### src/verilog/core_settings.svh
`ifndef CORE_SETTINGS_SVH
`define CORE_SETTINGS_SVH

// datapath widths
`define CORE_XLEN     32
`define CORE_REG_BITS 5

// iterative unit step counts
`define MUL_STEPS_LO  32
`define MUL_STEPS_HI  64
`define DIV_STEPS     65

`endif
### src/verilog/core_pkg.sv
`include "core_settings.svh"

package core_pkg;

  typedef logic [`CORE_XLEN-1:0]     word_t;
  typedef logic [`CORE_REG_BITS-1:0] reg_idx_t;

  // register-register layout
  typedef struct packed {
    logic [6:0] funct7;
    reg_idx_t   rs2;
    reg_idx_t   rs1;
    logic [2:0] funct3;
    reg_idx_t   rd;
    logic [6:0] opcode;
  } instr_r_t;

  // immediate layout
  typedef struct packed {
    logic [11:0] imm12;
    reg_idx_t    rs1;
    logic [2:0]  funct3;
    reg_idx_t    rd;
    logic [6:0]  opcode;
  } instr_i_t;

  typedef union packed {
    instr_r_t r;
    instr_i_t i;
  } instr_u;

  typedef enum logic [4:0] {
    alu_add, alu_sub, alu_sll, alu_slt, alu_sltu,
    alu_xor, alu_srl, alu_sra, alu_or, alu_and,
    alu_mul, alu_mulh, alu_mulhsu, alu_mulhu,
    alu_div, alu_divu, alu_rem, alu_remu,
    alu_pass_b, alu_none
  } alu_op_e;

  typedef enum logic [3:0] {
    mem_none, mem_lb, mem_lbu, mem_lh, mem_lhu, mem_lw, mem_sb, mem_sh, mem_sw
  } mem_op_e;

  typedef struct packed {
    reg_idx_t rd;
    alu_op_e  alu_op;
    mem_op_e  mem_op;
    word_t    reg_rs1;
    word_t    reg_rs2;
    word_t    mem_addr;
  } decoder_output;

  typedef struct packed {
    reg_idx_t rd;
    word_t    rd_data;
    mem_op_e  mem_op;
    word_t    mem_addr;
    word_t    mem_data;
  } executor_output;

endpackage

### src/verilog/exec_top.sv
`timescale 1ns/1ps
`include "core_settings.svh"

module exec_top (
  input  var logic                      clk,
  input  var logic                      reset,
  input  var logic                      instr_valid,
  output var logic                      instr_ready,
  input  var logic [`CORE_XLEN-1:0]     instr,
  input  var logic [`CORE_XLEN-1:0]     rs1_value,
  input  var logic [`CORE_XLEN-1:0]     rs2_value,
  output var logic                      result_valid,
  input  var logic                      result_ready,
  output var logic [`CORE_REG_BITS-1:0] rd,
  output var logic [`CORE_XLEN-1:0]     rd_data,
  output core_pkg::mem_op_e             mem_op,
  output var logic [`CORE_XLEN-1:0]     mem_addr,
  output var logic [`CORE_XLEN-1:0]     mem_data
);

  core_pkg::instr_u         instr_word;
  core_pkg::decoder_output  dec_out;
  core_pkg::executor_output exe_out;
  logic                     decoder_valid;
  logic                     executor_ready;

  assign instr_word = instr;

  decoder u_decoder (
    .clk            (clk),
    .reset          (reset),
    .instr_valid    (instr_valid),
    .instr_ready    (instr_ready),
    .instr          (instr_word),
    .rs1_value      (rs1_value),
    .rs2_value      (rs2_value),
    .decoder_valid  (decoder_valid),
    .executor_ready (executor_ready),
    .out            (dec_out)
  );

  executor u_executor (
    .clk            (clk),
    .reset          (reset),
    .decoder_valid  (decoder_valid),
    .executor_ready (executor_ready),
    .executor_valid (result_valid),
    .accessor_ready (result_ready),
    .in             (dec_out),
    .out            (exe_out)
  );

  // flatten result for the memory stage
  assign rd       = exe_out.rd;
  assign rd_data  = exe_out.rd_data;
  assign mem_op   = exe_out.mem_op;
  assign mem_addr = exe_out.mem_addr;
  assign mem_data = exe_out.mem_data;

endmodule

### src/verilog/executor.sv
`timescale 1ns/1ps
`include "core_settings.svh"

module executor (
  input  var logic                    clk,
  input  var logic                    reset,
  input  var logic                    decoder_valid,
  output var logic                    executor_ready,
  output var logic                    executor_valid,
  input  var logic                    accessor_ready,
  input  var core_pkg::decoder_output in,
  output core_pkg::executor_output    out
);

  typedef enum logic [1:0] {st_idle, st_mul, st_div} state_e;

  state_e            state;
  logic              busy;
  logic              load;
  logic [6:0]        step_count;
  core_pkg::alu_op_e cur_op;
  // multiplicand, or dividend shifting out while quotient bits shift in
  logic [64:0]       md_x;
  // multiplier or divisor
  logic [63:0]       md_y;
  // product or partial remainder
  logic [63:0]       md_acc;
  logic              neg_q;
  logic              neg_r;
  logic              div_zero;
  core_pkg::word_t   rs1;
  core_pkg::word_t   rs2;
  core_pkg::word_t   mag1;
  core_pkg::word_t   mag2;
  core_pkg::word_t   alu_result;
  core_pkg::word_t   md_result;
  logic [4:0]        shamt;
  logic              is_mul;
  logic              is_div;
  logic              signed_div;
  logic [32:0]       rem_shift;
  logic [32:0]       rem_diff;

  assign rs1   = in.reg_rs1;
  assign rs2   = in.reg_rs2;
  assign shamt = rs2[4:0];
  assign busy  = state != st_idle;

  handshake u_handshake (
    .clk          (clk),
    .reset        (reset),
    .input_valid  (decoder_valid),
    .output_ready (accessor_ready),
    .busy         (busy),
    .unit_ready   (executor_ready),
    .unit_valid   (executor_valid),
    .load         (load)
  );

  assign is_mul = in.alu_op inside {core_pkg::alu_mul, core_pkg::alu_mulh,
                                    core_pkg::alu_mulhsu, core_pkg::alu_mulhu};
  assign is_div = in.alu_op inside {core_pkg::alu_div, core_pkg::alu_divu,
                                    core_pkg::alu_rem, core_pkg::alu_remu};
  assign signed_div = in.alu_op inside {core_pkg::alu_div, core_pkg::alu_rem};

  // divider works on magnitudes
  assign mag1 = (signed_div && rs1[`CORE_XLEN-1]) ? -rs1 : rs1;
  assign mag2 = (signed_div && rs2[`CORE_XLEN-1]) ? -rs2 : rs2;

  // one restoring step; remainder stays below the divisor
  assign rem_shift = {md_acc[31:0], md_x[64]};
  assign rem_diff  = rem_shift - {1'b0, md_y[31:0]};

  always_comb begin
    case (in.alu_op)
      core_pkg::alu_add:    alu_result = rs1 + rs2;
      core_pkg::alu_sub:    alu_result = rs1 - rs2;
      core_pkg::alu_sll:    alu_result = rs1 << shamt;
      core_pkg::alu_slt:    alu_result = core_pkg::word_t'($signed(rs1) < $signed(rs2));
      core_pkg::alu_sltu:   alu_result = core_pkg::word_t'(rs1 < rs2);
      core_pkg::alu_xor:    alu_result = rs1 ^ rs2;
      core_pkg::alu_srl:    alu_result = rs1 >> shamt;
      core_pkg::alu_sra:    alu_result = $signed(rs1) >>> shamt;
      core_pkg::alu_or:     alu_result = rs1 | rs2;
      core_pkg::alu_and:    alu_result = rs1 & rs2;
      core_pkg::alu_pass_b: alu_result = rs2;
      default:              alu_result = '0;
    endcase
  end

  always_comb begin
    case (cur_op)
      core_pkg::alu_mul: md_result = md_acc[31:0];
      core_pkg::alu_mulh,
      core_pkg::alu_mulhsu,
      core_pkg::alu_mulhu: md_result = md_acc[63:32];
      // most negative / -1 already wraps back to itself
      core_pkg::alu_div,
      core_pkg::alu_divu: md_result = div_zero ? '1 : (neg_q ? -md_x[31:0] : md_x[31:0]);
      default:            md_result = neg_r ? -md_acc[31:0] : md_acc[31:0];
    endcase
  end

  always_ff @(posedge clk) begin
    if (reset) begin
      state      <= st_idle;
      step_count <= '0;
    end else begin
      case (state)
        st_idle: begin
          if (load) begin
            out.rd       <= in.rd;
            out.rd_data  <= alu_result;
            out.mem_op   <= in.mem_op;
            out.mem_addr <= in.mem_addr;
            out.mem_data <= rs2;
            cur_op       <= in.alu_op;
            md_acc       <= '0;
            if (is_mul) begin
              state      <= st_mul;
              step_count <= (in.alu_op == core_pkg::alu_mul) ? 7'(`MUL_STEPS_LO)
                                                              : 7'(`MUL_STEPS_HI);
              case (in.alu_op)
                core_pkg::alu_mulh: begin
                  md_x <= {{33{rs1[31]}}, rs1};
                  md_y <= {{32{rs2[31]}}, rs2};
                end
                core_pkg::alu_mulhsu: begin
                  md_x <= {{33{rs1[31]}}, rs1};
                  md_y <= {32'b0, rs2};
                end
                default: begin
                  md_x <= {33'b0, rs1};
                  md_y <= {32'b0, rs2};
                end
              endcase
            end else if (is_div) begin
              state      <= st_div;
              step_count <= 7'(`DIV_STEPS);
              md_x       <= {33'b0, mag1};
              md_y       <= {32'b0, mag2};
              neg_q      <= signed_div && (rs1[31] ^ rs2[31]);
              neg_r      <= signed_div && rs1[31];
              div_zero   <= rs2 == '0;
            end
          end
        end
        st_mul: begin
          if (step_count != '0) begin
            md_acc     <= md_y[0] ? md_acc + md_x[63:0] : md_acc;
            md_x       <= md_x << 1;
            md_y       <= md_y >> 1;
            step_count <= step_count - 7'd1;
          end else begin
            out.rd_data <= md_result;
            state       <= st_idle;
          end
        end
        st_div: begin
          if (step_count != '0) begin
            if (!rem_diff[32]) begin
              md_acc <= {32'b0, rem_diff[31:0]};
              md_x   <= {md_x[63:0], 1'b1};
            end else begin
              md_acc <= {32'b0, rem_shift[31:0]};
              md_x   <= {md_x[63:0], 1'b0};
            end
            step_count <= step_count - 7'd1;
          end else begin
            out.rd_data <= md_result;
            state       <= st_idle;
          end
        end
        default: state <= st_idle;
      endcase
    end
  end

  // a stalled result keeps its payload
  assert property (@(posedge clk) disable iff (reset)
    executor_valid && !accessor_ready |=> $stable(out));

endmodule

### src/verilog/decoder.sv
`timescale 1ns/1ps

module decoder (
  input  var logic                    clk,
  input  var logic                    reset,
  input  var logic                    instr_valid,
  output var logic                    instr_ready,
  input  var core_pkg::instr_u        instr,
  input  var core_pkg::word_t         rs1_value,
  input  var core_pkg::word_t         rs2_value,
  output var logic                    decoder_valid,
  input  var logic                    executor_ready,
  output core_pkg::decoder_output     out
);

  localparam logic [6:0] opc_op    = 7'b0110011;
  localparam logic [6:0] opc_lui   = 7'b0110111;
  localparam logic [6:0] opc_load  = 7'b0000011;
  localparam logic [6:0] opc_store = 7'b0100011;

  core_pkg::decoder_output dec;
  core_pkg::word_t         imm_i;
  core_pkg::word_t         imm_s;
  core_pkg::word_t         imm_u;
  logic                    load;

  handshake u_handshake (
    .clk          (clk),
    .reset        (reset),
    .input_valid  (instr_valid),
    .output_ready (executor_ready),
    .busy         (1'b0),
    .unit_ready   (instr_ready),
    .unit_valid   (decoder_valid),
    .load         (load)
  );

  assign imm_i = {{20{instr.i.imm12[11]}}, instr.i.imm12};
  // store offset is split over funct7 and rd
  assign imm_s = {{20{instr.r.funct7[6]}}, instr.r.funct7, instr.r.rd};
  assign imm_u = {instr.r.funct7, instr.r.rs2, instr.r.rs1, instr.r.funct3, 12'b0};

  always_comb begin
    dec         = '0;
    dec.alu_op  = core_pkg::alu_none;
    dec.mem_op  = core_pkg::mem_none;
    dec.reg_rs1 = rs1_value;
    dec.reg_rs2 = rs2_value;
    case (instr.r.opcode)
      opc_op: begin
        case (instr.r.funct7)
          7'b0000000: begin
            case (instr.r.funct3)
              3'b000:  dec.alu_op = core_pkg::alu_add;
              3'b001:  dec.alu_op = core_pkg::alu_sll;
              3'b010:  dec.alu_op = core_pkg::alu_slt;
              3'b011:  dec.alu_op = core_pkg::alu_sltu;
              3'b100:  dec.alu_op = core_pkg::alu_xor;
              3'b101:  dec.alu_op = core_pkg::alu_srl;
              3'b110:  dec.alu_op = core_pkg::alu_or;
              default: dec.alu_op = core_pkg::alu_and;
            endcase
          end
          7'b0100000: begin
            if (instr.r.funct3 == 3'b000) begin
              dec.alu_op = core_pkg::alu_sub;
            end else if (instr.r.funct3 == 3'b101) begin
              dec.alu_op = core_pkg::alu_sra;
            end
          end
          // M extension
          7'b0000001: begin
            case (instr.r.funct3)
              3'b000:  dec.alu_op = core_pkg::alu_mul;
              3'b001:  dec.alu_op = core_pkg::alu_mulh;
              3'b010:  dec.alu_op = core_pkg::alu_mulhsu;
              3'b011:  dec.alu_op = core_pkg::alu_mulhu;
              3'b100:  dec.alu_op = core_pkg::alu_div;
              3'b101:  dec.alu_op = core_pkg::alu_divu;
              3'b110:  dec.alu_op = core_pkg::alu_rem;
              default: dec.alu_op = core_pkg::alu_remu;
            endcase
          end
          default: dec.alu_op = core_pkg::alu_none;
        endcase
        if (dec.alu_op != core_pkg::alu_none) begin
          dec.rd = instr.r.rd;
        end
      end
      opc_lui: begin
        dec.rd      = instr.r.rd;
        dec.alu_op  = core_pkg::alu_pass_b;
        dec.reg_rs2 = imm_u;
      end
      opc_load: begin
        case (instr.i.funct3)
          3'b000:  dec.mem_op = core_pkg::mem_lb;
          3'b001:  dec.mem_op = core_pkg::mem_lh;
          3'b010:  dec.mem_op = core_pkg::mem_lw;
          3'b100:  dec.mem_op = core_pkg::mem_lbu;
          3'b101:  dec.mem_op = core_pkg::mem_lhu;
          default: dec.mem_op = core_pkg::mem_none;
        endcase
        if (dec.mem_op != core_pkg::mem_none) begin
          dec.rd       = instr.i.rd;
          dec.mem_addr = rs1_value + imm_i;
        end
      end
      opc_store: begin
        case (instr.r.funct3)
          3'b000:  dec.mem_op = core_pkg::mem_sb;
          3'b001:  dec.mem_op = core_pkg::mem_sh;
          3'b010:  dec.mem_op = core_pkg::mem_sw;
          default: dec.mem_op = core_pkg::mem_none;
        endcase
        dec.mem_addr = rs1_value + imm_s;
      end
      default: dec.alu_op = core_pkg::alu_none;
    endcase
  end

  always_ff @(posedge clk) begin
    if (load) begin
      out <= dec;
    end
  end

endmodule

### src/verilog/handshake.sv
`timescale 1ns/1ps

module handshake (
  input  var logic clk,
  input  var logic reset,
  input  var logic input_valid,
  input  var logic output_ready,
  input  var logic busy,
  output var logic unit_ready,
  output var logic unit_valid,
  output var logic load
);

  // stage holds an item
  logic full;

  assign unit_valid = full && !busy;
  // accept when empty or when the held item leaves this cycle
  assign unit_ready = !busy && (!full || output_ready);
  assign load       = input_valid && unit_ready;

  always_ff @(posedge clk) begin
    if (reset) begin
      full <= 1'b0;
    end else if (load) begin
      full <= 1'b1;
    end else if (unit_valid && output_ready) begin
      full <= 1'b0;
    end
  end

  // stalled result must not be dropped
  assert property (@(posedge clk) disable iff (reset)
    unit_valid && !output_ready |=> unit_valid);

  // offered item stays up until taken
  assert property (@(posedge clk) disable iff (reset)
    input_valid && !unit_ready |=> input_valid);

endmodule

### config.mk
export PLATFORM = sky130hd
export DESIGN_NAME = exec_top
export DESIGN_NICKNAME = d
export VERILOG_FILES = /design/src/verilog/core_pkg.sv /design/src/verilog/exec_top.sv /design/src/verilog/executor.sv /design/src/verilog/decoder.sv /design/src/verilog/handshake.sv
export VERILOG_INCLUDE_DIRS = /design/src /design/src/verilog
export SDC_FILE = /design/constraint.sdc
export NUM_CORES = 2
export LEC_CHECK = 0
export BUFFER_PORTS_ARGS = -buffer_cell sky130_fd_sc_hd__buf_2
export CAP_MARGIN = 40
export CORE_UTILIZATION = 55
export CTS_BUF_LIST = sky130_fd_sc_hd__clkbuf_2 sky130_fd_sc_hd__clkbuf_4 sky130_fd_sc_hd__clkbuf_8
export CTS_CLUSTER_SIZE = 12
export DETAILED_ROUTE_END_ITERATION = 8
export HOLD_SLACK_MARGIN = 0.08
export PLACE_DENSITY = 0.73
export RECOVER_POWER = 25
export SLEW_MARGIN = 20
export SYNTH_ARGS = -nofsm -noshare
export SYNTH_HDL_FRONTEND = slang
export SYNTH_SLANG_ARGS = --single-unit
### constraint.sdc
create_clock -name clk -period 18.5 [get_ports clk]
set_input_delay 1.85 -clock clk [delete_from_list [all_inputs] [get_ports clk]]
set_output_delay 1.85 -clock clk [all_outputs]
set_load 0.01 [all_outputs]
==> flow_summary_export.csv <==
group,metric,value,unit
floorplanning,dieArea,67300,um^2
logic_synthesis,syn_area_per_cell,8.73,um^2
floorplanning,die_y,259,um
clocking,cts_tree,"yes",
place,dp_hpwl,111,mm
setup_path,critical_path.max_fanout,57,
timing,fin_crit,6.51,ns
drt,routed_wl,147,mm
drt,drtIter0Drc,5683,
setup_path,cp_slowest_cell,"clkbuf_1",
logic_synthesis,yosysTopAreaCellShare,0.343,
global_routing,grt_overflow,0,
clocking,cts_resized,0,
setup_path,crit_arrival,6.92,ns
global_routing,grt_pass1_vias,33373,
setup_path,critPathKind,"flip-flop to flip-flop",
timing,period_share,0.352,
flow_run,cap_violations,10,
clocking,cts_buffers,76,
clocking,cts_max_path_buffers,3,
clocking,cts_sinks,427,
setup_path,crit_top_cell,"a21oi_1",
timing,maxSlewHeadroom,-1.71,
setup_path,path_cells,"clkbuf_1 > buf_4 > mux2i_1 > nor2_1 > a21oi_1 > nor2_1 > a21oi_1 > a21oi_1 > nand2_1 > o2111ai_1 > a221oi_1 > o21ai_1",
timing,rsz0062_at_grt,"no",
run_status,violations,"max-capacitance violations, max-slew violations",
logic_synthesis,seq_area_frac_synth,0.349,
setup_path,endpoint_kind,"flip-flop",
logic_synthesis,synthCells,4170,
timing,hold_viol_final,0,
logic_synthesis,syn_area,36400,um^2
floorplanning,die_w,259,um
power,ir_drop,0.000106,V
finish,fin_util,0.615,
global_routing,antenna_found_initial,10,
drt,drc,0,
place,gp_congestion,1.07,
logic_synthesis,synth.ff_latch_count,427,
logic_synthesis,async_flop_share,0,
floorplanning,num_rows,93,
timing,setup_viol,0,
clocking,cts_hold_buf,0,
timing,skew,0.0682,ns
drt,postRouteAntennaNets,0,
drt,num_vias,36251,
logic_synthesis,synthesis.nets,4521,
setup_path,cp.required,18.90,ns
finish,nFillCells,5721,
logic_synthesis,synth_warnings,0,
power,power_leakage,15.5,nW
place,io_buffers,206,
drt,vias_per_cell,6.97,
floorplanning,core_region_area,64900,um^2
finish,drive_gt1_frac,0.112,
clocking,cts-root-buf,"clkbuf_8",
global_routing,grt_max_degree,83,
hold_path,min_path_type,"flip-flop to flip-flop",
timing,finalSetupTns,0,ns
run_status,status,"finished with violations",
setup_path,start_kind,"flip-flop",
logic_synthesis,synth_top_cell_by_area,"edfxtp_1",
finish,nNetsFinal,4632,
setup_path,max_stage_delay,2.22,ns
floorplanning,pin_count,207,
global_routing,global_route.usage.total,0.427,
drt,first_pass_iters,6,
floorplanning,start_util,0.561,
clocking,clk_pin_slew_worst_paths,0.06,ns
logic_synthesis,synthTopCellsByArea,"edfxtp_1 (34%), ha_1 (8.4%), a21oi_1 (5.3%)",
timing,fmax,154,MHz
clocking,post_cts.repair.setup_buffers,0,
clocking,clk_latency,0.71,ns
logic_synthesis,ys_types,99,
drt,detail_route.wl_per_cell,28.3,um
power,power.density,65.5,nW/um^2
timing,slew_viol_final,514,
global_routing,grt_first_pass_wirelength,215,mm
logic_synthesis,synth_flop_cell,"edfxtp_1",
finish,layoutNonFillerInstCount,5200,
finish,syn_to_final_growth,9.62,%
logic_synthesis,synth_edf_count,416,
place,dp.cells,5049,
timing,tightest_slew,4.07,ns
clocking,htree_levels,3,
-- power by group --
group          internal, mW  total (mW)  switching [mW]  leakage (nW)
Clock                 0.540       0.969           0.429         0.826
Combinational         0.173       0.516           0.343          10.7
Sequential             1.09        1.13          0.0414          3.96
Total                  1.80        2.62           0.814          15.5
-- cell type report --
cell class / instances / area, um^2 / share of cell area
clock inverters: 45 / 432 / 0.0108
inverters: 193 / 724 / 0.0181
flip-flops and latches: 427 / 12700 / 0.318
clock buffers: 92 / 1190 / 0.0298
diodes: 5 / 12.5 / 0.000313
well taps: 855 / 1070 / 0.0268
multi-input cells: 3296 / 22100 / 0.554
repair buffers: 287 / 1660 / 0.0416
-- metrics by stage --
step / power, mW / hold slack (ns) / area [um^2] / worst slack [ns]
floorplan: 1.46 / 0.400 / 36400 / 10.87
global placement: 1.64 / 0.401 / 38200 / 13.69
detailed placement: 1.64 / 0.405 / 38300 / 13.67
CTS: 2.60 / 0.414 / 39900 / 13.66
global route: 2.69 / 0.425 / 39900 / 11.67
finish: 2.62 / 0.416 / 39900 / 11.99
-- worst max-delay path: cells and delay by family, from the launching register on --
family / cells / cell delay, ns
compound gates: 6 / 2.02
buf+inv: 2 / 3.03
flops: 1 / 0.34
mux: 1 / 0.35
simple gates: 3 / 0.43
-- cell families after synthesis --
kind of cell / share of synthesized area
mux: 0.0493
simple gates: 0.149
compound gates: 0.272
flops: 0.349
fa+ha+maj: 0.0875
buf+inv: 0.0465
xor+xnor: 0.0467
-- worst paths after layout --
check                                        from            endpoint  slack, ns  cells after the start
worst max-delay path            u_decoder.out[33]  u_executor.out[85]      11.99                     12
worst min-delay path             u_decoder.out[1]  u_executor.out[33]       0.42                      0
worst max register to register  u_decoder.out[33]  u_executor.out[85]      11.99                     12
worst min register to register   u_decoder.out[1]  u_executor.out[33]       0.42                      0
-- placed cells by master (no fill, tap or decap), types with 23 or more instances in the layout --
| cell type | n |
|---|---|
| a211oi_1 | 36 |
| a21o_1 | 143 |
| a21oi_1 | 386 |
| a221o_1 | 26 |
| a221oi_1 | 61 |
| a22oi_1 | 28 |
| a31oi_1 | 49 |
| and2_1 | 26 |
| buf_2 | 175 |
| buf_4 | 56 |
| clkbuf_1 | 43 |
| clkbuf_8 | 80 |
| clkinv_1 | 24 |
| edfxtp_1 | 416 |
| ha_1 | 244 |
| inv_1 | 188 |
| mux2_2 | 26 |
| mux2i_1 | 68 |
| mux4_2 | 36 |
| nand2_1 | 414 |
| nand2b_1 | 32 |
| nand3_1 | 65 |
| nand4_1 | 57 |
| nor2_1 | 355 |
| nor3_1 | 85 |
| o211ai_1 | 46 |
| o21a_1 | 25 |
| o21ai_0 | 343 |
| o21ai_1 | 32 |
| o21bai_1 | 55 |
| o221ai_1 | 23 |
| o22ai_1 | 59 |
| o31ai_1 | 36 |
| or3_1 | 29 |
| xnor2_1 | 156 |
| xor2_1 | 37 |
-- sequential cells by signal, summed over array words and instances, names as in the netlist --
name / count
u_executor.md_x: 65
u_executor.step_count: 7
u_executor.state: 2
u_executor.cur_op: 5
u_decoder.out: 110
u_executor.neg_r: 1
u_executor.u_handshake.full: 1
u_executor.out: 105
u_executor.md_acc: 64
u_decoder.u_handshake.full: 1
u_executor.neg_q: 1
u_executor.div_zero: 1
u_executor.md_y: 64
-- cells in the mapped netlist, types with 59 or more instances --
master    count
nor2_1      359
nor3_1       89
a221oi_1     61
o21ai_0     344
edfxtp_1    416
a21oi_1     388
a21o_1      143
o22ai_1      59
xnor2_1     157
nand3_1      66
ha_1        245
nand2_1     416
clkbuf_1    219
mux2i_1      68
inv_1       188
-- metal layers --
metal  up-vias  share of wire  GRT usage  wire, um
li1      15973              -          -         -
met1     17207           0.39      0.559     56800
met2      2559           0.42      0.631     62100
met3       504           0.13      0.124     18700
met4         8          0.065      0.239      9610
met5         -        0.00041          0        60
(Power assumes the default switching activity.)
